## config.mk

```make
export PLATFORM = sky130hd
export DESIGN_NAME = decode_unit
export DESIGN_NICKNAME = d
export VERILOG_FILES = /design/src/design/isa_pkg.sv /design/src/design/pipe_pkg.sv /design/src/design/decode_unit.sv
export SDC_FILE = /design/constraint.sdc
export NUM_CORES = 1
export LEC_CHECK = 0
export BUFFER_PORTS_ARGS = -buffer_cell sky130_fd_sc_hd__buf_4
export CORE_MARGIN = 1
export CORE_UTILIZATION = 33
export DETAILED_ROUTE_END_ITERATION = 10
export PLACE_DENSITY = 0.9
export REMOVE_ABC_BUFFERS = 1
export SYNTH_ARGS = -nofsm -noshare
export SYNTH_HDL_FRONTEND = slang
export SYNTH_SLANG_ARGS = --single-unit
```

## constraint.sdc

```tcl
create_clock -name vclk -period 1.29
set_input_delay 0.258 -clock vclk [all_inputs]
set_output_delay 0.258 -clock vclk [all_outputs]
set_load 0.03 [all_outputs]
```

## src/design/isa_pkg.sv

```systemverilog
/* Instruction set of the 16-bit load/store core
   Opcode encodings, field types and the two decodings of one instruction word */
`default_nettype none

package isa_pkg;

    localparam int data_w = 16;                 // Data and address width

    typedef logic [3:0]        reg_addr_t;      // One of sixteen registers
    typedef logic [data_w-1:0] word_t;          // Data word

    typedef enum logic [3:0] {
        op_add = 4'h0,                          // rd = rs + rt
        op_sub = 4'h1,                          // rd = rs - rt
        op_xor = 4'h2,                          // rd = rs ^ rt
        op_sll = 4'h4,                          // Shift left by imm
        op_sra = 4'h5,                          // Arithmetic shift right by imm
        op_ror = 4'h6,                          // Rotate right by imm
        op_lw  = 4'h8,                          // rd = mem[rs + offset]
        op_sw  = 4'h9,                          // mem[rs + offset] = rd
        op_llb = 4'hA,                          // Load low byte of rd
        op_lhb = 4'hB,                          // Load high byte of rd
        op_hlt = 4'hF                           // Stop fetching
    } opcode_t;

    // Register form, used by ALU ops, shifts and memory ops
    typedef struct packed {
        opcode_t    op;
        reg_addr_t  rd;
        reg_addr_t  rs;
        logic [3:0] lo;                         // rt, shift amount or offset
    } instr_r_t;

    // Byte form, used by LLB and LHB
    typedef struct packed {
        opcode_t    op;
        reg_addr_t  rd;
        logic [7:0] imm8;                       // Byte to insert
    } instr_b_t;

    typedef union packed {
        instr_r_t r;
        instr_b_t b;
    } instr_u;

endpackage

`default_nettype wire

```

## src/design/pipe_pkg.sv

```systemverilog
/* Pipeline bundles of the core
   Control word, stage register layouts, retire record and forwarding selects */
`default_nettype none

package pipe_pkg;

    import isa_pkg::*;

    typedef struct packed {
        logic reg_we;                           // Writes rd at retire
        logic use_imm;                          // Operand b from immediate
        logic mem_rd;                           // Load
        logic mem_we;                           // Store
        logic wb_from_mem;                      // Retire memory data, not ALU result
        logic halt;                             // HLT marker
    } ctrl_t;

    typedef struct packed {
        logic      valid;
        ctrl_t     ctrl;
        opcode_t   op;
        reg_addr_t rd;
        reg_addr_t src1;                        // Index behind operand a
        reg_addr_t src2;                        // Index behind operand b or store data
        word_t     a;                           // Register value read in ID
        word_t     b;
        word_t     imm;                         // Extended immediate
    } id_ex_t;

    typedef struct packed {
        logic      valid;
        ctrl_t     ctrl;
        reg_addr_t rd;
        reg_addr_t src2;                        // Store data source, for MEM forward
        word_t     alu_res;                     // Result or memory address
        word_t     st_data;
    } ex_mem_t;

    typedef struct packed {
        logic      valid;
        ctrl_t     ctrl;
        reg_addr_t rd;
        word_t     alu_res;
        word_t     mem_data;
    } mem_wb_t;

    typedef struct packed {
        logic      we;
        reg_addr_t dst;
        word_t     data;
    } retire_t;

    typedef enum logic [1:0] {
        fwd_none,                               // Value from ID read
        fwd_mem,                                // EX/MEM ALU result
        fwd_wb                                  // MEM/WB retire data
    } fwd_sel_t;

endpackage

`default_nettype wire

```

## src/design/decode_unit.sv

```systemverilog
/* Instruction decoder
   Produces control, register selects and the extended immediate for ID */
`timescale 1ns/1ps
`default_nettype none

module decode_unit import isa_pkg::*, pipe_pkg::*; (
    input  instr_u    instr,
    output ctrl_t     ctrl,
    output reg_addr_t rd,
    output reg_addr_t src1,
    output reg_addr_t src2,
    output logic      reads_src2,
    output word_t     imm
);

    word_t off_sext;                            // Memory offset, signed
    word_t nib_raw;                             // Shift amount, unsigned
    word_t byte_raw;                            // Byte for LLB/LHB

    assign rd       = instr.r.rd;
    assign off_sext = {{(data_w-4){instr.r.lo[3]}}, instr.r.lo};
    assign nib_raw  = {{(data_w-4){1'b0}}, instr.r.lo};
    assign byte_raw = {{(data_w-8){1'b0}}, instr.b.imm8};

    always_comb begin
        ctrl       = '0;                        // Unknown opcodes stay a no-op
        src1       = '0;                        // Index 0 never stalls or forwards
        src2       = '0;
        reads_src2 = 1'b0;
        imm        = '0;
        case (instr.r.op)
            op_add, op_sub, op_xor: begin
                ctrl.reg_we = 1'b1;
                src1        = instr.r.rs;
                src2        = instr.r.lo;       // rt
                reads_src2  = 1'b1;
            end
            op_sll, op_sra, op_ror: begin
                ctrl.reg_we  = 1'b1;
                ctrl.use_imm = 1'b1;
                src1         = instr.r.rs;
                imm          = nib_raw;
            end
            op_lw: begin
                ctrl.reg_we      = 1'b1;
                ctrl.use_imm     = 1'b1;
                ctrl.mem_rd      = 1'b1;
                ctrl.wb_from_mem = 1'b1;
                src1             = instr.r.rs;  // Address base
                imm              = off_sext;
            end
            op_sw: begin
                ctrl.use_imm = 1'b1;
                ctrl.mem_we  = 1'b1;
                src1         = instr.r.rs;      // Address base
                src2         = instr.r.rd;      // Store data, not an ALU operand
                imm          = off_sext;
            end
            op_llb, op_lhb: begin
                ctrl.reg_we  = 1'b1;
                ctrl.use_imm = 1'b1;
                src1         = instr.b.rd;      // Other byte of rd is kept
                imm          = byte_raw;
            end
            op_hlt: ctrl.halt = 1'b1;
            default: ;
        endcase
    end

endmodule

`default_nettype wire

```

# Yosys cells after proc, flatten, opt, wreduce, memory -nomap -nowiden
# Index checks and enable logic that the tools add are counted.
[classes]
n_mux = 9
eq_ne = 10
n_reduce_logical = 8
[ops]
columns = ["cell", "count"]
rows = [
  ["16-bit one-hot mux with 3 select lines", 1],
  ["4-bit == test, second input constant", 5],
  ["4-bit one-hot mux with 2 select lines", 2],
  ["4-bit by 3-bit == test with 1-bit output, second input constant", 3],
  ["9-bit OR reduction", 1],
  ["8-bit OR reduction", 1],
  ["7-bit OR reduction", 1],
  ["1-bit two-way mux", 6],
  ["3-bit OR reduction", 2],
  ["4-bit by 1-bit == test with 1-bit output, second input constant", 1],
  ["4-bit by 2-bit == test with 1-bit output, second input constant", 1],
  ["4-bit logical NOT", 1],
  ["2-bit OR reduction", 2],
]
[totals]
wordCells = 27
inputBits = 16
out_inout_bits = 35
regBits = 0

# Longest topological paths before layout
[logic_depth]
ltp_word = 3
ltp_mapped = 5
mapped_depth_nobuf = 3

# Worst setup path before layout
# No wires, ideal clock.
[synth_path]
path_kind = "in2out"
start = "input instr[14] in the netlist's numbering"
end = "output ctrl[3] in the netlist's numbering"
slack_ns = -0.593
arrival_ns = 1.625
stages = 5
cell_sequence = "buf_6 -> nand2b_4 -> buf_6 -> nor3_1 -> buf_4"
[synth_rtl]
columns = ["item", "line_no", "rtl"]
rows = [
  ["start, declared", "decode_unit.sv:7", "input instr_u instr,"],
  ["end, declared", "decode_unit.sv:8", "output ctrl_t ctrl,"],
]

# Worst setup path in the final report
[layout_path]
start = "input instr[14] in the netlist's numbering"
end = "output imm[4]"
[layout_between]
elab_chain_cells = 3
elab_cells_between_ends = 11
cone_classes = "eq/ne: 7; mux: 1; reduce/logical: 3"
[layout_lines]
columns = ["item", "line_no", "rtl"]
rows = [
  ["4-bit by 3-bit == test with 1-bit output or 4-bit == test (tied branches)", "decode_unit.sv:31", "case (instr.r.op)"],
  ["3-bit OR reduction or 2-bit OR reduction (tied branches)", "n/a", ""],
  ["16-bit one-hot mux with 3 select lines (*)", "decode_unit.sv:31", ""],
  ["end, declared", "decode_unit.sv:13", "output word_t imm"],
]
# Mark *: on every way between the ends. The rest lies on a longest branch, timed or not.

==> tab_implementation.tex <==
\begin{tabular}{lr}
\hline
Metric & Value \\
\hline
\multicolumn{2}{l}{\textbf{Worst hold path}} \\
Type of the worst min-delay path & input port to output port \\
\multicolumn{2}{l}{\textbf{Critical path}} \\
Cells along the critical path & buf\_6, nand2b\_4, buf\_4, a21oi\_1, buf\_4 \\
CP endpoint kind & output port \\
Cell with the largest stage delay on the worst path & buf\_4 \\
Largest stage delay on the critical path & 180 ps \\
Required time worst endpoint & 1030 ps \\
Cell mode on critical path & buf\_4 \\
Element type at the critical path start & input port \\
Arrival time of the worst setup path & roughly 990 ps \\
Maximum fanout encountered on the critical timing path & 5 \\
Critical setup path kind & input port to output port \\
\multicolumn{2}{l}{\textbf{Pwr}} \\
Power Density & 439 nW/µm² \\
Peak ir drop on the vdd network & about 0.22 mV \\
Leakage component of the power & 0.464 nW \\
Tot Pwr & roughly 0.41 mW \\
\multicolumn{2}{l}{\textbf{Detailed routing}} \\
Via count & 588 \\
DRC viols & 0 \\
Mean routed wirelength per cell & approximately 12 µm \\
Post-DR vias/cell & between 4 and 5 \\
Number of optimization iterations in the first detailed-route pass & 4 \\
Remaining number of nets flagged by the antenna check after routing & 0 \\
Count of routing violations after the opening detailed-route iteration & 1 \\
Total detailed-routing wirelength & 1.53 mm \\
\multicolumn{2}{l}{\textbf{STA}} \\
Post-route minimum period & about 1200 ps \\
Rel. slew slack & between 80\% and 90\% \\
Final Cycle Share & between 90\% and 100\% \\
Final-report setup violation count & 0 \\
Achievable clock frequency & around 800 MHz \\
RSZ-0062 raised after global routing & false \\
Worst Tran Pin Value & between 200 and 250 ps \\
Final Worst Setup Slack & 44.5 ps \\
Final hold viol count & 0 \\
Max-slew violation count & 0 \\
\multicolumn{2}{l}{\textbf{Floorplanning}} \\
Die ar. & about 1500 µm² \\
IO Count & between 50 and 60 \\
Die Wd & 39.0 µm \\
Y dimension of the die & 39.0 µm \\
Initial cell density of the core & between 30\% and 40\% \\
Std-Cell Rows & 12 \\
Placeable core region & about 1200 µm² \\
\multicolumn{2}{l}{\textbf{Cells and area}} \\
Layout cells sized above 1 & between 70\% and 80\% \\
Clock buffers & 0 \\
Final standard cell count with taps included and fillers excluded & 123 \\
Fill cell total of the finished layout & 86 \\
Post-layout nets & 127 \\
Layout Cell Area excl Fill & 932 µm² \\
Layout-stage area growth over the synthesis result & 106\% \\
Total number of sequential cells & 0 \\
Multi-input combinational cell area & approximately 360 µm² \\
Number of inserted diodes & 0 \\
Flip-flop and latch area & 0 µm² \\
\multicolumn{2}{l}{\textbf{Placed design}} \\
GPL Wtd Cong & roughly 0.73 \\
Post-detail-place hpwl & between 1 and 1.5 mm \\
Post-Place Cell Area & between 700 and 800 µm² \\
\# port buffers & between 50 and 60 \\
Pre-CTS setup slack & -84.3 ps \\
Placed Cells incl. Taps & 122 \\
\multicolumn{2}{l}{\textbf{Clock network}} \\
CTS Hold Bufs & 0 \\
\multicolumn{2}{l}{\textbf{GRT}} \\
Maximum number of pins on one net before global-route repair & 11 \\
Global Route met1 Usage & 22.0\% \\
Global route total overflow & 0 \\
GR Util met3 & under 10\% \\
GR Layer Usage met2 & between 40\% and 50\% \\
Number of global-route vias before repair & $\sim$530 \\
GRT Total Usage & 20.2\% \\
Wire length of the first global-routing pass & approximately 2.2 mm \\
Initial antenna violation count & 0 \\
Top Usage Layer GRT & met2 \\
\multicolumn{2}{l}{\textbf{Yosys}} \\
Distinct cell type count after synthesis & 22 \\
Post-synthesis cell count & 66 \\
Mean instance size in the synthesized netlist & around 6.9 µm² \\
Share of Yosys cell area claimed by the top area cell type & between 15 and 20\% \\
Count leader, synth & buf\_4 \\
Post-synthesis cell type with the largest combined area & buf\_4 \\
Sequential share of the synthesized area & 0\% \\
Synth top area cells & buf\_4 20\%, nor2b\_2 7.7\%, o2bb2ai\_1 7.7\% \\
Synthesis warning total & 0 \\
Syn Std Cell Area & 453 µm² \\
Top cell types by occurrence after synthesis & 12 x buf\_4, 8 x nand2\_1, 6 x a21oi\_1, 6 x nor3\_1 \\
\multicolumn{2}{l}{\textbf{Outcome}} \\
Result of the run & finished clean \\
\multicolumn{2}{l}{\textbf{Job}} \\
Max-capacitance violation count & 0 \\
\hline
\end{tabular}
==> layout by cell type (no fill, tap or decap), drive strengths merged <==
cell	count
a21boi	1
a21oi	6
a31oi	4
and2	3
buf	61
inv	1
nand2	8
nand2b	3
nor2	1
nor2b	8
nor3	6
nor3b	1
o22ai	1
o2bb2ai	4
xor2	1
==> metal layers <==
| metal | up-vias | share of wire [%] |
|---|---|---|
| met3 | 0 | 7.3 |
| met1 | 260 | 36 |
| met2 | 31 | 56 |
| met4 | 0 | 0 |
| li1 | 297 | - |
| met5 | - | 0 |
==> cells by family after synthesis <==
kind of cell           after synthesis  share of synthesized area (%)
XOR/XNOR                             1                           1.93
AO/OA/AOI/OAI                       16                           26.8
AND/OR/NAND/NOR                     30                           39.8
buffers and inverters               19                           31.5
==> final timing paths <==
| path | start | end | cells past startpoint |
|---|---|---|---|
| min | instr[8] | rd[0] | 2 |
| max | instr[14] | imm[4] | 5 |
==> report_power, final <==
group | internal, mW | leakage [nW] | switching [mW]
combinational | 0.188 | 0.464 | 0.221
sequential | 0 | 0 | 0
clock | 0 | 0 | 0
total | 0.188 | 0.464 | 0.221
==> final cells by class <==
class	instances	area share, %
inverter	1	0.403
tap	14	1.88
multi-input combinational	47	38.7
timing repair buffer	61	59.1
==> repair_timing <==
action                                  in CTS  in global routing
setup buffers                                0                  0
cloned                                       1                  0
resized for setup                           12                 22
endpoints found under the setup margin      18                 22
pin swaps                                    3                  1
==> critical path, delay by kind of cell <==
family	cells	cell delay, ps
AOI/OAI and AO/OA	1	140
buffers and inverters	3	430
and+or+nand+nor	1	160
==> through the flow <==
stage / utilization (%) / setup TNS [ps] / hold slack, ps
global route: 78.6 / 0 / 764
global placement: 65.9 / -254 / 754
finish: 78.6 / 0 / 754
floorplan: - / -21000 / 516
detailed placement: 65.9 / -440 / 755
CTS: 71.9 / -200 / 754
Power figures use the tool's default switching activity.
