===== src/design/isa_pkg.sv =====
/* Instruction set of the 16-bit load/store core
   Opcode encodings, field types and the two decodings of one instruction word */
`default_nettype none

package isa_pkg;

    localparam int data_w = 16;                 // Data and address width

    typedef logic [3:0]        reg_addr_t;      // One of sixteen registers
    typedef logic [data_w-1:0] word_t;          // Data word

    typedef enum logic [3:0] {
        op_add = 4'h0,                          // rd = rs + rt
        op_sub = 4'h1,                          // rd = rs - rt
        op_xor = 4'h2,                          // rd = rs ^ rt
        op_sll = 4'h4,                          // Shift left by imm
        op_sra = 4'h5,                          // Arithmetic shift right by imm
        op_ror = 4'h6,                          // Rotate right by imm
        op_lw  = 4'h8,                          // rd = mem[rs + offset]
        op_sw  = 4'h9,                          // mem[rs + offset] = rd
        op_llb = 4'hA,                          // Load low byte of rd
        op_lhb = 4'hB,                          // Load high byte of rd
        op_hlt = 4'hF                           // Stop fetching
    } opcode_t;

    // Register form, used by ALU ops, shifts and memory ops
    typedef struct packed {
        opcode_t    op;
        reg_addr_t  rd;
        reg_addr_t  rs;
        logic [3:0] lo;                         // rt, shift amount or offset
    } instr_r_t;

    // Byte form, used by LLB and LHB
    typedef struct packed {
        opcode_t    op;
        reg_addr_t  rd;
        logic [7:0] imm8;                       // Byte to insert
    } instr_b_t;

    typedef union packed {
        instr_r_t r;
        instr_b_t b;
    } instr_u;

endpackage

`default_nettype wire


===== src/design/pipe_pkg.sv =====
/* Pipeline bundles of the core
   Control word, stage register layouts, retire record and forwarding selects */
`default_nettype none

package pipe_pkg;

    import isa_pkg::*;

    typedef struct packed {
        logic reg_we;                           // Writes rd at retire
        logic use_imm;                          // Operand b from immediate
        logic mem_rd;                           // Load
        logic mem_we;                           // Store
        logic wb_from_mem;                      // Retire memory data, not ALU result
        logic halt;                             // HLT marker
    } ctrl_t;

    typedef struct packed {
        logic      valid;
        ctrl_t     ctrl;
        opcode_t   op;
        reg_addr_t rd;
        reg_addr_t src1;                        // Index behind operand a
        reg_addr_t src2;                        // Index behind operand b or store data
        word_t     a;                           // Register value read in ID
        word_t     b;
        word_t     imm;                         // Extended immediate
    } id_ex_t;

    typedef struct packed {
        logic      valid;
        ctrl_t     ctrl;
        reg_addr_t rd;
        reg_addr_t src2;                        // Store data source, for MEM forward
        word_t     alu_res;                     // Result or memory address
        word_t     st_data;
    } ex_mem_t;

    typedef struct packed {
        logic      valid;
        ctrl_t     ctrl;
        reg_addr_t rd;
        word_t     alu_res;
        word_t     mem_data;
    } mem_wb_t;

    typedef struct packed {
        logic      we;
        reg_addr_t dst;
        word_t     data;
    } retire_t;

    typedef enum logic [1:0] {
        fwd_none,                               // Value from ID read
        fwd_mem,                                // EX/MEM ALU result
        fwd_wb                                  // MEM/WB retire data
    } fwd_sel_t;

endpackage

`default_nettype wire


===== src/design/register_file.sv =====
/* Sixteen-entry register file
   Register 0 reads zero, a same-cycle write is passed through to both readers */
`timescale 1ns/1ps
`default_nettype none

module register_file import isa_pkg::*, pipe_pkg::*; (
    input  logic      clk,
    input  logic      reset,
    input  reg_addr_t rd_addr1,
    input  reg_addr_t rd_addr2,
    output word_t     rd_data1,
    output word_t     rd_data2,
    input  retire_t   wr
);

    word_t regs [16];
    logic  wr_ok;                               // Write that actually lands

    assign wr_ok = wr.we && (wr.dst != '0);

    always_ff @(posedge clk) begin
        if (reset) begin
            for (int i = 0; i < 16; i++) begin
                regs[i] <= '0;
            end
        end else if (wr_ok) begin
            regs[wr.dst] <= wr.data;
        end
    end

    // Write-through covers the WB to ID distance
    assign rd_data1 = (wr_ok && wr.dst == rd_addr1) ? wr.data : regs[rd_addr1];
    assign rd_data2 = (wr_ok && wr.dst == rd_addr2) ? wr.data : regs[rd_addr2];

endmodule

`default_nettype wire


===== config.mk =====
export PLATFORM = sky130hd
export DESIGN_NAME = register_file
export DESIGN_NICKNAME = d
export VERILOG_FILES = /design/src/design/isa_pkg.sv /design/src/design/pipe_pkg.sv /design/src/design/register_file.sv
export SDC_FILE = /design/constraint.sdc
export NUM_CORES = 1
export LEC_CHECK = 0
export BUFFER_PORTS_ARGS = -buffer_cell sky130_fd_sc_hd__buf_2
export CELL_PAD_IN_SITES_DETAIL_PLACEMENT = 1
export CELL_PAD_IN_SITES_GLOBAL_PLACEMENT = 1
export CORE_UTILIZATION = 35
export CTS_BUF_LIST = sky130_fd_sc_hd__clkbuf_8
export DETAILED_ROUTE_END_ITERATION = 16
export GPL_TIMING_DRIVEN = 0
export PLACE_DENSITY_LB_ADDON = 0.1
export SYNTH_ARGS = -nofsm -noshare
export SYNTH_HDL_FRONTEND = slang
export SYNTH_SLANG_ARGS = --single-unit

===== constraint.sdc =====
create_clock -name clk -period 1.95 [get_ports clk]
set_input_delay 0.0975 -clock clk [delete_from_list [all_inputs] [get_ports clk]]
set_output_delay 0.0975 -clock clk [all_outputs]
set_load 0.005 [all_outputs]

After elaboration in Yosys (flattened, before gate mapping):

Memory sizes are Yosys's and may differ from the RTL's.
Cells that the tools add are included.
Widths: inputs -> output; s select.

* memories kept: 1
* word-level logic and storage cells: 18
* bits in writable memories: 256
* register bits: 0

* reductions and logical operators: 5
* mux-type cells: 10
* equal/unequal tests: 2

Memories
* regs: depth 16, bits a word 16, read ports 2, clocked after Yosys merged registers in 0, wr ports 16, RTL line register_file.sv:16 `word_t regs [16];`

Operators by type and width (count)
* $mux 16: 3
* $reduce_or 16->1: 1
* $eq 4x4->1: 2
* $mux 1: 6
* $mux 4: 1
* $reduce_bool 4->1: 1
* $logic_and 1x1->1: 3

Depth between registers and ports, before layout:

Gate-level depths: netlist of run 1.

* depth after elaboration: 7
* gate-level depth with buffers: 6

Least setup slack after synthesis of run 1:

Ideal clock, no wire load.

* kind: input to output
* start: input port wr[16] in the netlist's numbering
* end: output port rd_data2[10]
* setup slack: 0.416 ns
* data arrival time: 1.437 ns
* stages: 6
* buffers on the path: 2
* data required time: 1.852 ns
* cells stage by stage: clkbuf_1 xnor2_1 nand4_1 nor2_2 buf_2 mux2_2

* longest elaborated chain between the ends: 4

Ends and longest elaborated chain
* start, declared: RTL line register_file.sv:13 `input retire_t wr`
* $reduce_bool 4->1: RTL line register_file.sv:19 `assign wr_ok = wr.we && (wr.dst != '0);`
* $logic_and 1x1->1: RTL line register_file.sv:19
* $logic_and 1x1->1 (*): RTL line register_file.sv:33 `assign rd_data2 = (wr_ok && wr.dst == rd_addr2) ? wr.data : regs[rd_addr2];`
* $mux 16 (*): RTL line register_file.sv:33
* end, declared: RTL line register_file.sv:12 `output word_t rd_data2,`

Every way passes the cells marked *; elsewhere a longest branch is shown, timed or not.

==> metrics.cfg, run 1 <==
[routing]
remaining_drc_errors=0
drt_iter0_drc=583
drtAntennaViolNets=0
viasPerCell=5.232
vias=8261
wl_per_cell_um=27.61
routed_wl_mm=43.60
dr.pass1.iters=5

[clock_tree]
clock_sinks=256
path_clk_slew_ns=0.06
cts_max_level=2
cts_tree=yes
cts-buffers-inserted=49
cts-root-buf=clkbuf_8
cts.path.max_buffers=3

[yosys]
yosysMostFrequentCell=edfxtp_1
synthTopCellsByArea=edfxtp_1 (54%), mux4_2 (20%), and2_1 (11%)
netlist_area_mm2=0.01414
syn_avg_cell_area_um2=16.00
synth-main-ff-cell=edfxtp_1
ys_seq_area_frac=0.5435
ys_types=22
async_flop_share=0
syn_inst=884
synth-edff-count=256
ys_warn_count=0
ys_ff_latch=256
yosysTopAreaCell=edfxtp_1
ys_top_cells_by_count=edfxtp_1 (256), and2_1 (240), mux4_2 (128), mux2i_1 (96), clkbuf_1 (41)
yosysTopAreaCellShare=0.5435

[setup_path]
path_class=reg2out
cp_top_family=multiplexers
slowest_stage=mux4_2
worst-path-buf-inv=1
cp-start-kind=flop
cp_max_fo=2
cpPeakStageDelay_ns=0.55
crit_path_end_kind=output port
arrival_ns=2.33
cp_cell_sequence=mux4_2 -> mux2i_2 -> mux2i_1 -> mux2_4 -> buf_6
critPathRequiredTime_ns=1.85

[flow_run]
cap_violations=0

[floorplan]
dieArea_mm2=0.04122
die_y_um=203.0
rows=73
core_mm2=0.03982
initial_core_util=0.3552
die_w_um=203.0
ios=63

[global_route]
overflow=0
first_global_vias=8877
grt_max_degree=17
antenna_found_initial=0
grt_pass1_wl_mm=62.81
grt_use_total=0.2171

[timing]
rsz0062_at_grt=true
hold-worst-slack_ns=0.2210
period_needed_ns=2.424
fmax_mhz=412.5
slew_violations=0
worstMarginPinSlew_ns=1.061
fin_setup_tns_ns=-12.76
relSlewSlack=0.2929
setup_viol=32
layout_setup_ws_ns=-0.4744
fin_crit_sh=1.243
finalHoldViolCount=0

[power]
p_switching_mw=3.650
vdd_drop_max_v=0.0003680
share_comb_of_total_power=0.152
p_per_area_mw_per_mm2=829.9
sw_frac_of_total=0.2690
internal_power_mw=9.918
finalPower_mw=13.57
clockPowerShare=0.366
leakagePower_nw=5.902
p_seq_frac=0.482

[place]
finalWeightedCongestion=0.8129
numPortBuffers=52
dp_hpwl_mm=31.61

[run_status]
violations=negative setup slack
status=finished with violations

[final_layout]
n_fill_cell=4008
reg_top3=regs: 256 flops
largest_reg_flops=256
final_nets=1049
syn_to_final_growth_pct=15.59
largest_register=regs
antennaDiodeCount=0
drive_above_1_share=0.3207

[min_path]
hp-class=in2reg

[worst paths after layout]
kind                  cells past startpoint           to  slack [ns]   startpoint
worst max-delay path                      5  rd_data2[5]       -0.47  regs[15][5]
worst min-delay path                      3   regs[1][1]        0.22       wr[19]
[through the flow]
| stage | setup WS, ns | cells | utilization | area [µm²] |
|---|---|---|---|---|
| finish | -0.4744 | 1579 | 0.4105 | 16350 |
| global route | -0.5952 | 1579 | 0.4105 | 16350 |
| CTS | -0.5394 | 1579 | 0.4091 | 16290 |
| detailed placement | -0.8054 | 1476 | 0.3796 | 15120 |
| global placement | -0.8046 | 1476 | 0.3796 | 15120 |
| floorplan | 0.4156 | 899 | - | 14200 |
[metal layers]
metal	global-route usage	up-vias	share of wire
met5	0	-	0
met4	0.06203	0	0.017
met3	0.03162	56	0.044
met2	0.3329	172	0.46
met1	0.3194	4375	0.48
li1	-	3658	-
[kinds of logic (layout without fill, tap and decap cells)]
logic type                Yosys count  count (layout)  share of synthesized area
other                               1              16                  0.0002651
xor gates and xnor gates            8               8                   0.004954
and+or+nand+nor                   283             283                     0.1234
DFF                               256             256                     0.5435
AOI/OAI and AO/OA                   1               1                   0.001150
buffers and inverters              79             234                    0.02946
muxes                             256             256                     0.2972
[area by class of cell]
type	instances	area, µm²	share of cell area
sequential	256	7687	0.4702
multi-input combinational	564	6188	0.3785
clock inverter	36	173.9	0.01064
buffer	79	419.2	0.02564
timing repair buffer	68	520.5	0.03184
tap	525	656.9	0.04018
clock buffer	51	701.9	0.04294
[power groups by stage]
stage / logic, mW / registers (mW) / clock network [mW]
global placement: 1.91 / 6.63 / 0
global route: 2.18 / 6.58 / 5.30
detailed placement: 1.92 / 6.66 / 0
floorplan: 1.19 / 6.58 / 0
CTS: 2.05 / 6.54 / 5.10
finish: 2.06 / 6.54 / 4.96
[tightest hold or removal path, delay by kind of cell]
| kind | cells | cell delay, ns |
|---|---|---|
| AND/OR/NAND/NOR | 2 | 0.35 |
| buffers and inverters | 1 | 0.22 |
[repair_timing]
action                                  in CTS  in global routing
endpoints found under the setup margin      32                 48
endpoints found under the hold margin       80                  0
setup buffers                                0                  0
gates resized for setup                     31                 12
hold buffers                                16                  0
[cells in the final DEF, fill, tap and decap left out, drive strengths merged, types with 8 or more instances in the layout]
master       count
edfxtp         256
and2           240
mux4           128
mux2i           96
clkbuf          92
buf             90
mux2            32
clkinv          17
inv             16
dlygate4sd3     16
conb            16
or2             15
nor2            15
xnor2            8
(Power assumes the default switching activity.)
==> inputs of run 2 (changes only) <==
--- a/config.mk
+++ b/config.mk
@@ -6,4 +6,5 @@
 export NUM_CORES = 1
 export LEC_CHECK = 0
+export ABC_AREA = 1
 export BUFFER_PORTS_ARGS = -buffer_cell sky130_fd_sc_hd__buf_2
 export CELL_PAD_IN_SITES_DETAIL_PLACEMENT = 1
==> constraint.sdc (replaced) <==
create_clock -name clk -period 1.95 [get_ports clk]
set_input_delay 0.39 -clock clk [delete_from_list [all_inputs] [get_ports clk]]
set_output_delay 0.39 -clock clk [all_outputs]
set_load 0.005 [all_outputs]
==> metrics.cfg, run 2 <==
[routing]
vias=15730
wl_per_cell_um=27.41
drtAntennaViolNets=0
viasPerCell=5.550
dr.pass1.iters=6
remaining_drc_errors=0
drt_iter0_drc=1560
routed_wl_mm=77.69

[final_layout]
final_common_cell=nand2_1
drive_above_1_share=0.3028
reg_top3=regs: 256 flops
largest_register=regs
utilization=0.4511
fin_cells=2834
final_nets=2247
largest_reg_flops=256
syn_to_final_growth_pct=26.58
antennaDiodeCount=0
final_cell_mix=nand2_1 (566), edfxtp_1 (256), nand3_1 (254), nor2_1 (243), inv_1 (196)
n_fill_cell=5326

[setup_path]
critPathRequiredTime_ns=1.56
worst-path-buf-inv=5
cp_top_family=buffers and inverters
arrival_ns=1.86
path_class=in2out
cp_max_fo=10
crit_path_end_kind=output port
crit_start=rd_addr1[0]
slowest_stage=buf_6
cp-start-kind=input pin
cp_cell_sequence=buf_2 -> inv_1 -> buf_4 -> buf_6 -> nand2_1 -> nand3_1 -> nand3_1 -> nand3_2 -> nand2_1 -> nand2_2 -> nand2_2 -> buf_6
cpPeakStageDelay_ns=0.25

[min_path]
hp-class=in2reg
min-delay-start=wr[5]

[place]
finalWeightedCongestion=0.9172
numPortBuffers=58
placed_cells=2740
dp_hpwl_mm=53.35
place_ws_ns=-1.058

[run_status]
status=finished with violations
violations=negative setup slack

[clock_tree]
cts_tree=yes
clock_sinks=256
cts-buffers-inserted=48
cts.path.max_buffers=3
cts-hold-fix-buffers=0
path_clk_slew_ns=0.06
cts-root-buf=clkbuf_8
cts_max_level=2

[yosys]
synthTopCellsByArea=edfxtp_1 (50%), nand2_1 (16%), nand3_1 (15%)
netlist_area_mm2=0.01538
ys_seq_area_frac=0.4997
ys_types=19
ys_warn_count=0
syn_avg_cell_area_um2=7.389
ys_ff_latch=256
yosysMostFrequentCell=nand2_1
syn_inst=2082
synth-edff-count=256
async_flop_share=0
ys_top_cells_by_count=nand2_1 (670), nand3_1 (452), inv_1 (286), edfxtp_1 (256), nor2_1 (244)
yosysTopAreaCell=edfxtp_1
yosysTopAreaCellShare=0.4997
synth-main-ff-cell=edfxtp_1

[floorplan]
die_w_um=211.7
core_mm2=0.04317
ios=63
dieArea_mm2=0.04480
initial_core_util=0.3564
die_y_um=211.7
rows=76

[global_route]
overflow=0
antenna_found_initial=0
grt_use_total=0.3491
grt_pass1_wl_mm=109.3
first_global_vias=16010
grt_max_degree=17

[power]
leakagePower_nw=9.017
vdd_drop_max_v=0.0003600
p_per_area_mw_per_mm2=739.2

[timing]
hold-worst-slack_ns=0.1649
slew_violations=0
rsz0062_at_grt=true
layout_setup_ws_ns=-0.2987
worstMarginPinSlew_ns=1.421
setup_viol=32
period_needed_ns=2.249
fmax_mhz=444.7
relSlewSlack=0.05284
fin_crit_sh=1.153
finalHoldViolCount=0

[flow_run]
cap_violations=0

## run 2: timing repair
item / in CTS / in global routing
resized for setup: 403 / 261
pin swaps: 101 / 92
endpoints found under the hold margin: 0 / 0
setup endpoints to repair: 208 / 74
setup buffers: 6 / 5
## run 2: path summary, 6_finish.rpt
path                  endpoint  slack, ns  cells after the start
setup / recovery  rd_data1[14]      -0.30                     12
hold / removal      regs[1][5]       0.16                      3
## run 2: worst min-delay path, delay by kind of cell
family	cells	cell delay (ns)
buffers and inverters	2	0.20
and+or+nand+nor	1	0.11
## run 2: where the power goes
| group | switching, mW | leakage (nW) | internal, mW |
|---|---|---|---|
| clock | 2.55 | 0.466 | 2.31 |
| sequential | 0.113 | 2.44 | 6.38 |
| combinational | 2.15 | 6.11 | 0.884 |
| total | 4.81 | 9.02 | 9.58 |
## run 2: cells by family (layout without fill, tap and decap cells)
family                 count (synthesis)  after routing  synth area share
other                                  1             16         0.0002437
flip-flops                           256            256            0.4997
AND/OR/NAND/NOR                     1386           1386            0.3785
XOR/XNOR                               2              2          0.001139
AO/OA/AOI/OAI                          3              3          0.001220
buffers and inverters                434            586            0.1192
## run 2: layout make-up
class                           instances  area, µm²  area share
Buffer                                141       1344     0.06901
Clock buffer                           49      674.4     0.03463
Clock inverter                         34      142.6    0.007325
Inverter                              293       1116     0.05731
Multi-Input combinational cell       1407       7383      0.3791
Sequential cell                       256       7687      0.3948
Tap cell                              585      732.0     0.03759
Timing Repair Buffer                   69      394.1     0.02024
## run 2: stage by stage
stage / cell area, µm² / total power [mW] / setup TNS (ns)
floorplan: 15440 / 7.886 / 0
global placement: 16460 / 8.917 / -220.53
detailed placement: 16460 / 8.983 / -228.83
CTS: 18530 / 14.08 / -8.146
global route: 19470 / 14.79 / -9.895
finish: 19470 / 14.40 / -8.012
## run 2: routing by layer
metal | vias to the layer above | global-route usage | routed length [µm]
met1 | 7807 | 0.4506 | 31420
met5 | - | 0 | 0
met3 | 231 | 0.06275 | 6591
met4 | 0 | 0.1919 | 4650
met2 | 840 | 0.5537 | 35020
li1 | 6850 | - | -
