### src/design/isa_pkg.sv
/* Instruction set of the 16-bit load/store core
   Opcode encodings, field types and the two decodings of one instruction word */
`default_nettype none

package isa_pkg;

    localparam int data_w = 16;                 // Data and address width

    typedef logic [3:0]        reg_addr_t;      // One of sixteen registers
    typedef logic [data_w-1:0] word_t;          // Data word

    typedef enum logic [3:0] {
        op_add = 4'h0,                          // rd = rs + rt
        op_sub = 4'h1,                          // rd = rs - rt
        op_xor = 4'h2,                          // rd = rs ^ rt
        op_sll = 4'h4,                          // Shift left by imm
        op_sra = 4'h5,                          // Arithmetic shift right by imm
        op_ror = 4'h6,                          // Rotate right by imm
        op_lw  = 4'h8,                          // rd = mem[rs + offset]
        op_sw  = 4'h9,                          // mem[rs + offset] = rd
        op_llb = 4'hA,                          // Load low byte of rd
        op_lhb = 4'hB,                          // Load high byte of rd
        op_hlt = 4'hF                           // Stop fetching
    } opcode_t;

    // Register form, used by ALU ops, shifts and memory ops
    typedef struct packed {
        opcode_t    op;
        reg_addr_t  rd;
        reg_addr_t  rs;
        logic [3:0] lo;                         // rt, shift amount or offset
    } instr_r_t;

    // Byte form, used by LLB and LHB
    typedef struct packed {
        opcode_t    op;
        reg_addr_t  rd;
        logic [7:0] imm8;                       // Byte to insert
    } instr_b_t;

    typedef union packed {
        instr_r_t r;
        instr_b_t b;
    } instr_u;

endpackage

`default_nettype wire

### src/design/execute_alu.sv
/* EX stage ALU
   Arithmetic, shifts, byte-load merge and memory address generation */
`timescale 1ns/1ps
`default_nettype none

module execute_alu import isa_pkg::*; (
    input  opcode_t op,
    input  word_t   a,
    input  word_t   b,
    output word_t   result
);

    logic [3:0]          shamt;                 // Shift amount from imm
    logic [2*data_w-1:0] rot;                   // Doubled word for rotate

    assign shamt = b[3:0];
    assign rot   = {a, a} >> shamt;

    always_comb begin
        case (op)
            op_add:  result = a + b;            // Wraps
            op_sub:  result = a - b;
            op_xor:  result = a ^ b;
            op_sll:  result = a << shamt;
            op_sra:  result = word_t'($signed(a) >>> shamt);
            op_ror:  result = rot[data_w-1:0];
            op_llb:  result = {a[data_w-1:8], b[7:0]};
            op_lhb:  result = {b[7:0], a[7:0]};
            op_lw,
            op_sw:   result = a + b;            // Base plus signed offset
            default: result = '0;
        endcase
    end

endmodule

`default_nettype wire

### config.mk
export PLATFORM = sky130hd
export DESIGN_NAME = execute_alu
export DESIGN_NICKNAME = d
export VERILOG_FILES = /design/src/design/isa_pkg.sv /design/src/design/execute_alu.sv
export SDC_FILE = /design/constraint.sdc
export NUM_CORES = 1
export LEC_CHECK = 0
export BUFFER_PORTS_ARGS = -buffer_cell sky130_fd_sc_hd__buf_2
export CORE_MARGIN = 5
export CORE_UTILIZATION = 30
export DETAILED_ROUTE_END_ITERATION = 6
export PLACE_DENSITY_LB_ADDON = 0.1
export SLEW_MARGIN = 20
export SYNTH_ARGS = -nofsm -noshare
export SYNTH_HDL_FRONTEND = slang
export SYNTH_SLANG_ARGS = --single-unit
### constraint.sdc
create_clock -name vclk -period 3.45
set_input_delay 0 -clock vclk [all_inputs]
set_output_delay 0 -clock vclk [all_outputs]
set_load 0.02 [all_outputs]
== Word level (Yosys, flattened, before mapping) ==
Cells that the tools add are included.
Word-level totals
  flip-flop bits (word level): 0
  bits of input ports: 36
  output and inout bits: 16
Operators by class
  add/subtract/negate cells: 2
  eq/ne operators: 9
  shift operators: 3
  mux-type cells: 1
  bitwise gates (word level): 1
  reduce and logical (&&, ||, !) cells: 2
Operators by type and width (count)
  16-bit case mux with 8 select lines: 1
  32-bit by 4-bit >> shifter with 16-bit output: 1
  16-bit adder: 1
  4-bit == test, second input constant: 4
  16-bit by 4-bit left shift with 16-bit output: 1
  16-bit by 4-bit >>> shifter with 16-bit output: 1
  16-bit subtractor: 1
  16-bit bitwise XOR: 1
  4-bit by 3-bit == test with 1-bit output, second input constant: 3
  4-bit by 1-bit == test with 1-bit output, second input constant: 1
  4-bit by 2-bit == test with 1-bit output, second input constant: 1
  4-bit zero test: 1
  3-bit OR reduction: 1

== Logic depth before layout (Yosys ltp) ==
Gate-level depths: netlist of the first run.
  depth in word-level cells: 3
  gate-level depth with buffers: 16
  gate-level depth less buffers: 13

== Worst setup path before layout of the first run ==
No wires, ideal clock.
  path kind: input-to-output
  start point: in b[1]
  end point: out result[14]
  data arrival time: 3.112 ns
  data required time: 3.450 ns
  slack: 0.338 ns
  cell stages on the path: 16
  path buffers: 3
  cell sequence: clkbuf_1 -> inv_2 -> buf_2 -> clkbuf_1 -> ha_1 -> nand2_1 -> or3_1 -> o21ai_1 -> xnor2_1 -> ha_1 -> or4b_2 -> nor2_1 -> a221oi_1 -> o2111ai_1 -> a31oi_1 -> nand4_1
On the way
  longest elaborated chain between the ends: 2
RTL lines
  from (decl): RTL line execute_alu.sv:9  | input word_t b,
  16-bit adder (tied with other cells): RTL line execute_alu.sv:21, execute_alu.sv:30
  16-bit case mux with 8 select lines (*): RTL line execute_alu.sv:20  | case (op)
  to (decl): RTL line execute_alu.sv:10  | output word_t result
Mark *: on every way between the ends. The rest lies on a longest branch, timed or not.

== Worst setup path in the final report of the first run ==
  start point: in b[5]
  end point: out result[14]
On the way
  longest elaborated chain between the ends: 2
RTL lines (RTL line)
  16-bit adder / 16-bit subtractor (equally long branches): execute_alu.sv:21, execute_alu.sv:30, execute_alu.sv:22
  16-bit case mux with 8 select lines (*): execute_alu.sv:20
Marks and branches as above.

==> results.rst, run 1 <==
.. list-table::
   :header-rows: 1

   * - Metric
     - Value
   * - Run status
     - finished clean
   * - Crit Path Category
     - input pin to primary output
   * - Area growth from synthesis to final layout
     - 13.49%
   * - Slew margin rel.
     - 55.36%
   * - Area share of the largest cell type after synthesis
     - 8.548%
   * - Met2 Resource Use GR
     - 36.61%
   * - Met1 Track Usage GR
     - between 30% and 40%
   * - Die height
     - 116.4 microns
   * - Share of the yosys chip area belonging to registers
     - 0%
   * - HPWL after detailed placement
     - between 10,000 and 15,000 microns
   * - Global-route wire length before repair
     - 24,190 microns
   * - Vias per cell
     - 6.214
   * - Clkbuf count
     - 0
   * - Maximum number of pins on one net before global-route repair
     - 43
   * - Final Slew Violations
     - 0
   * - Post-Synthesis Net Count
     - 539
   * - Sequential cell count
     - 0
   * - Synth warnings
     - 0
   * - Width of the die
     - 116.4 microns
   * - Number of violations reported at the end of detailed-routing iteration 0
     - 280
   * - Setup_tns
     - 0 ns
   * - Data required time at the worst endpoint
     - between 3 and 4 ns
   * - # rows
     - 38
   * - Data arrival at the endpoint of the critical path
     - 3.22 ns
   * - Buffer count from post-CTS setup fixing
     - 0
   * - Top cells by count, synth
     - sky130_fd_sc_hd__nand2_1, sky130_fd_sc_hd__nor2_1, sky130_fd_sc_hd__a21oi_1, sky130_fd_sc_hd__xnor2_1, sky130_fd_sc_hd__mux2i_1
   * - Peak supply drop
     - 0.08856 mV
   * - I/O pin total
     - 52
   * - Fmax achieved
     - between 300 and 400 MHz
   * - Final antenna-violating net count
     - 0
   * - Type of the most critical hold path
     - input pin to primary output
   * - # Max-Cap Violations
     - 0
   * - Final hold violations
     - 0
   * - Via count of the first global-routing pass
     - 3,990
   * - Initial antenna violation count
     - 0
   * - Most used routing layer in global routing
     - met2
   * - Shortest clock period the worst path allows after layout
     - around 3.2 ns
   * - Leading cell types by total area after synthesis
     - sky130_fd_sc_hd__mux2i_1, sky130_fd_sc_hd__xnor2_1, sky130_fd_sc_hd__ha_1
   * - Slew of the pin with the lowest slew margin
     - 0.6603 ns
   * - Initial core utilization
     - between 30% and 40%
   * - Buffers on Ports
     - 52
   * - Reported leakage power
     - 1.589 nW
   * - N_diodes
     - 0
   * - Cells after Synth
     - 480
   * - Wire length per cell
     - 24.19 microns
   * - Pre-Repair DR Iteration Count
     - 4
   * - # nets final
     - 580
   * - Total number of vias
     - 4,095
   * - Most common cell in the netlist
     - sky130_fd_sc_hd__nand2_1
   * - Kind of launch point of the worst setup path
     - input pin
   * - Fraction of layout cells with a size suffix above 1
     - 21.77%
   * - DRT Wirelength
     - 15,940 microns
   * - Storage cell area
     - 0 sq um
   * - Maximum fanout encountered on the critical timing path
     - 5
   * - Worst setup EP type
     - primary output
   * - Util after Layout
     - 35.09%
   * - Total track usage
     - 23.16%
   * - Die Outline Area
     - 13,550 sq um
   * - Unique cell type count in the Yosys netlist
     - a little over 60
   * - Unrepaired setup endpoints after global routing
     - no
   * - Hold Buf Count CTS
     - 0
   * - Count of cells resized by post-cts repair
     - 0
   * - Post-synth top area cell
     - sky130_fd_sc_hd__mux2i_1
   * - Residual overflow from global routing
     - 0
   * - Total DRC errors in the routed layout
     - 0
   * - Final hold slack
     - 0.4960 ns
   * - Synthesized area
     - 3396 sq um
   * - Global Route met3 Usage
     - 1.762%
   * - Power density over the cells
     - 197.5 nW/um^2
   * - CORE AREA
     - about 11,000 sq um
   * - Final estimated routing congestion in global placement
     - 0.9453
   * - Setup-violating endpoint count in the final report
     - 0
   * - Average cell area after synthesis
     - 7.074 sq um
   * - Period utilization
     - between 90 and 100%
logic make-up after synthesis:
| family | count (synthesis) | synth area share, % |
|---|---|---|
| muxes | 62 | 23.14 |
| xor gates and xnor gates | 40 | 10.32 |
| adders and majority gates | 23 | 8.696 |
| buffers and inverters | 45 | 5.195 |
| AOI/OAI and AO/OA | 154 | 30.77 |
| and+or+nand+nor | 156 | 21.89 |
per-stage QoR:
step                      instances  instance area, sq um  setup slack (ns)  power, mW
after floorplan                 480                  3396            0.3383     0.4907
after global placement          659                  3854            0.2775     0.7522
after detailed placement        659                  3854            0.2439     0.7477
after CTS                       659                  3854            0.2333     0.7505
after global routing            659                  3854           0.03234     0.8200
final                           659                  3854            0.2292     0.7610
final timing paths:
path,depth (start not counted),endpoint,startpoint,slack [ns]
max,14,result[14],b[5],0.23
min,3,result[2],b[2],0.50
final cells by class:
cell class	instances	area, sq um
repair buffers	73	417.9
inverters	11	41.29
multi-input cells	435	3219
well taps	140	175.2
fillers	1216	7129
layout by cell type (no fill, tap or decap), types with 5 or more instances in the layout:
cell type                   netlist  layout
sky130_fd_sc_hd__or3_1            5       5
sky130_fd_sc_hd__nor3_1           6       6
sky130_fd_sc_hd__buf_4            0      21
sky130_fd_sc_hd__mux2i_1         29      29
sky130_fd_sc_hd__a21oi_1         37      37
sky130_fd_sc_hd__xnor2_1         32      32
sky130_fd_sc_hd__o21ai_0         22      22
sky130_fd_sc_hd__mux4_2          11      11
sky130_fd_sc_hd__nand2b_1        11      11
sky130_fd_sc_hd__a221oi_1         5       5
sky130_fd_sc_hd__buf_2            6      52
sky130_fd_sc_hd__a21o_1           5       5
sky130_fd_sc_hd__o21ai_1          8       8
sky130_fd_sc_hd__a22oi_1          6       6
sky130_fd_sc_hd__ha_1            22      22
sky130_fd_sc_hd__nor2b_1          8       8
sky130_fd_sc_hd__nand3_1         13      13
sky130_fd_sc_hd__a211oi_1         8       8
sky130_fd_sc_hd__o22ai_1          6       6
sky130_fd_sc_hd__o211ai_1         7       7
sky130_fd_sc_hd__o2111ai_1        8       8
sky130_fd_sc_hd__nor2_1          43      43
sky130_fd_sc_hd__nand2_1         48      48
sky130_fd_sc_hd__inv_1            9       9
sky130_fd_sc_hd__xor2_1           8       8
sky130_fd_sc_hd__mux2_2          18      18
sky130_fd_sc_hd__o221ai_1         5       5
layer usage:
metal | wire length (microns) | vias to the layer above
li1 | - | 1899
met1 | 7204 | 1981
met2 | 7149 | 187
met3 | 1117 | 28
met4 | 469 | 0
met5 | 0 | -
power by group:
group	total [mW]	switching [mW]	leakage [nW]	internal [mW]
Sequential	0	0	0	0
Clock	0	0	0	0
Combinational	0.761	0.466	1.59	0.295
Total	0.761	0.466	1.59	0.295
critical path, cell delays in order:
cell                        delay, ns
sky130_fd_sc_hd__buf_2           0.14
sky130_fd_sc_hd__or4_4           0.56
sky130_fd_sc_hd__or2_1           0.25
sky130_fd_sc_hd__or3_1           0.39
sky130_fd_sc_hd__o21ai_1         0.18
sky130_fd_sc_hd__xnor2_1         0.09
sky130_fd_sc_hd__ha_1            0.35
sky130_fd_sc_hd__or4b_2          0.63
sky130_fd_sc_hd__nor2_1          0.11
sky130_fd_sc_hd__a221oi_1        0.05
sky130_fd_sc_hd__o2111ai_1       0.12
sky130_fd_sc_hd__a31oi_1         0.07
sky130_fd_sc_hd__nand4_1         0.09
sky130_fd_sc_hd__buf_2           0.17
Power figures use the tool's default switching activity.
==> run 2, diff against run 1 <==
--- a/config.mk
+++ b/config.mk
@@ -6,11 +6,14 @@
 export NUM_CORES = 1
 export LEC_CHECK = 0
 export BUFFER_PORTS_ARGS = -buffer_cell sky130_fd_sc_hd__buf_2
+export CORE_ASPECT_RATIO = 0.75
 export CORE_MARGIN = 5
 export CORE_UTILIZATION = 30
 export DETAILED_ROUTE_END_ITERATION = 6
 export PLACE_DENSITY_LB_ADDON = 0.1
+export RECOVER_POWER = 100
 export SLEW_MARGIN = 20
 export SYNTH_ARGS = -nofsm -noshare
 export SYNTH_HDL_FRONTEND = slang
 export SYNTH_SLANG_ARGS = --single-unit
+export TNS_END_PERCENT = 100
==> results.rst, run 2 (same netlist as run 1, synthesis figures left out) <==
.. list-table::
   :header-rows: 1

   * - Metric
     - Value
   * - Run status
     - finished clean
   * - Buffer count from post-CTS setup fixing
     - 0 (unchanged)
   * - Final Slew Violations
     - 0 (unchanged)
   * - Reported leakage power
     - 1.564 nW (-1.6%)
   * - Area growth from synthesis to final layout
     - 13.89%
   * - Total DRC errors in the routed layout
     - 0 (unchanged)
   * - CORE AREA
     - 10,980 sq um (unchanged)
   * - Wire length per cell
     - 23.17 microns (-4.2%)
   * - Total number of vias
     - 4,073 (-0.54%)
   * - Fraction of power consumed by the clock network
     - 0% (unchanged)
   * - HPWL after detailed placement
     - 12,210 microns (-2.0%)
   * - Storage cell area
     - 0 sq um (unchanged)
   * - Hold Buf Count CTS
     - 0 (unchanged)
   * - # Max-Cap Violations
     - 0 (unchanged)
   * - Slew of the pin with the lowest slew margin
     - 0.6933 ns (+0.03301 ns)
   * - Global-route wire length before repair
     - 23,500 microns (-2.9%)
   * - Setup-violating endpoint count in the final report
     - 0 (unchanged)
   * - # rows
     - 33 (-13%)
   * - Shortest clock period the worst path allows after layout
     - 3.304 ns (+0.08333 ns)
   * - Initial core utilization
     - 30.92% (unchanged)
   * - Die Outline Area
     - 13,570 sq um (+0.17%)
   * - Util after Layout
     - 35.21% (+0.13 points)
   * - Sequential fraction of design power
     - 0% (unchanged)
   * - Residual overflow from global routing
     - 0 (unchanged)
   * - Switching power share of the total
     - 61.20% (about the same)
   * - Width of the die
     - 132.9 microns (+14%)
   * - Type of the most critical hold path
     - input pin to primary output
   * - Final Total Pwr
     - 0.7661 mW (+0.67%)
   * - Internal cell power
     - 0.2972 mW (+0.66%)
   * - Maximum number of pins on one net before global-route repair
     - 48 (+12%)
   * - Number of violations reported at the end of detailed-routing iteration 0
     - 434 (+55%)
   * - Worst setup path start
     - b[5]
   * - N_diodes
     - 0 (unchanged)
   * - Data required time at the worst endpoint
     - 3.45 ns (about the same)
   * - Number of filler instances in the final layout
     - 1,222 (+0.49%)
   * - # nets final
     - 583 (+0.52%)
   * - Slew margin rel.
     - 53.13% (-2.2 points)
   * - Part of the power in combinational logic
     - 100.0% (about the same)
   * - Final estimated routing congestion in global placement
     - 0.9486 (+0.35%)
   * - Power dissipated by switching net loads
     - 0.4688 mW (+0.67%)
   * - Die height
     - 102.1 microns (-12%)
   * - Crit Path Category
     - input pin to primary output
   * - Final antenna-violating net count
     - 0 (unchanged)
   * - Final hold violations
     - 0 (unchanged)
   * - Peak supply drop
     - 0.08115 mV (-8.4%)
   * - Library cell appearing most often on the critical path
     - sky130_fd_sc_hd__or4_4
   * - Worst Path Buf+Inv
     - 2 (unchanged)
   * - Commonest non-fill, non-tap cells in the layout
     - sky130_fd_sc_hd__nand2_1, sky130_fd_sc_hd__nor2_1, sky130_fd_sc_hd__buf_2, sky130_fd_sc_hd__a21oi_1, sky130_fd_sc_hd__xnor2_1
   * - Sequential cell count
     - 0 (unchanged)
   * - Maximum fanout encountered on the critical timing path
     - 5 (unchanged)
   * - Unrepaired setup endpoints after global routing
     - no
   * - DRT Wirelength
     - 15,340 microns (-3.8%)
   * - Worst path max stage delay
     - 0.64 ns (about the same)
   * - Number of gates on the worst path with buffers counted
     - 13 (-1)
   * - Fraction of layout cells with a size suffix above 1
     - 20.50% (-1.3 points)
   * - Cell type group with the largest total delay on the critical path
     - simple AND/OR/NAND/NOR gates
   * - Slowest cell on the critical path
     - sky130_fd_sc_hd__or4b_2
   * - Setup_tns
     - 0 ns (unchanged)
   * - Pre-Repair DR Iteration Count
     - 6 (+2)
   * - Worst path cell trace
     - buf_2 -> or4_4 -> or4_4 -> o41ai_1 -> xnor2_1 -> ha_1 -> or4b_2 -> nor2_1 -> a221oi_1 -> o2111ai_1 -> a31oi_1 -> nand4_1 -> clkbuf_2
   * - Initial antenna violation count
     - 0 (unchanged)
   * - Clkbuf count
     - 0 (unchanged)
   * - I/O pin total
     - 52 (unchanged)
   * - Fmax achieved
     - 302.7 MHz (-2.5%)
   * - Data arrival at the endpoint of the critical path
     - 3.30 ns (+0.08 ns)
   * - Period utilization
     - 95.77% (+2.4 points)
   * - Vias per cell
     - 6.153 (-0.99%)
   * - Buffers on Ports
     - 52 (unchanged)
   * - Most common cell after layout, fill and taps aside
     - sky130_fd_sc_hd__nand2_1
   * - Instance count after placement with tap cells included
     - 662 (+0.46%)
   * - Number of standard cells in the final layout excluding fillers
     - 662 (+0.46%)
   * - Capturing element of the worst setup path
     - result[14]
   * - Kind of launch point of the worst setup path
     - input pin
   * - Worst setup EP type
     - primary output
   * - Via count of the first global-routing pass
     - 3,821 (-4.2%)
   * - Power density over the cells
     - 198.1 nW/um^2 (+0.31%)
   * - Total track usage
     - 21.99% (-1.2 points)
run 2: layout make-up:
class                      instances  area, sq um  share of cell area [%]
multi-input combinational        435         3224                   83.37
timing repair buffer              76        426.7                   11.03
tap                              140        175.2                   4.529
inverter                          11        41.29                   1.068
run 2: how the worst min path moves through the flow:
stage	to	start	cells after the start	slack, ns
after global placement	result[13]	b[5]	5	0.63
after floorplan	result[4]	a[4]	2	0.24
after global routing	result[13]	b[5]	5	0.67
after detailed placement	result[13]	b[5]	5	0.61
after CTS	result[13]	b[5]	5	0.61
final	result[13]	b[5]	5	0.60
run 2: tightest hold or removal path, delay by kind of cell:
kind,cells,cell delay [ns]
AO/OA/AOI/OAI,3,0.29
buffers and inverters,2,0.31
run 2: metal layers:
metal  global-route usage (%)  vias up  share of wire [%]  routed length (microns)
li1                         -     1913                  -                        -
met1                    34.81     1965                 50                     7732
met2                    32.37      177                 41                     6287
met3                    2.313       18                7.2                     1103
met4                    3.115        0                1.4                      215
met5                        0        -                  0                        0
run 2: what timing repair did:
action,CTS,global route
resized for setup,0,3
endpoints found under the hold margin,0,0
endpoints found under the setup margin,0,2
run 2: power by group through the flow:
stage / Sequential [mW] / Combinational, mW / Clock (mW)
finish: 0 / 0.766 / 0
CTS: 0 / 0.761 / 0
floorplan: 0 / 0.491 / 0
detailed placement: 0 / 0.756 / 0
global placement: 0 / 0.765 / 0
global route: 0 / 0.830 / 0
run 2: through the flow:
stage,hold WS [ns],instance area (sq um),setup slack [ns]
2_1_floorplan,0.2423,3396,0.3383
3_3_place_gp,0.6272,3876,0.2365
3_5_place_dp,0.6127,3876,0.1889
4_1_cts,0.6147,3876,0.1776
5_1_grt,0.6730,3867,0.03463
6_report,0.6047,3867,0.1459
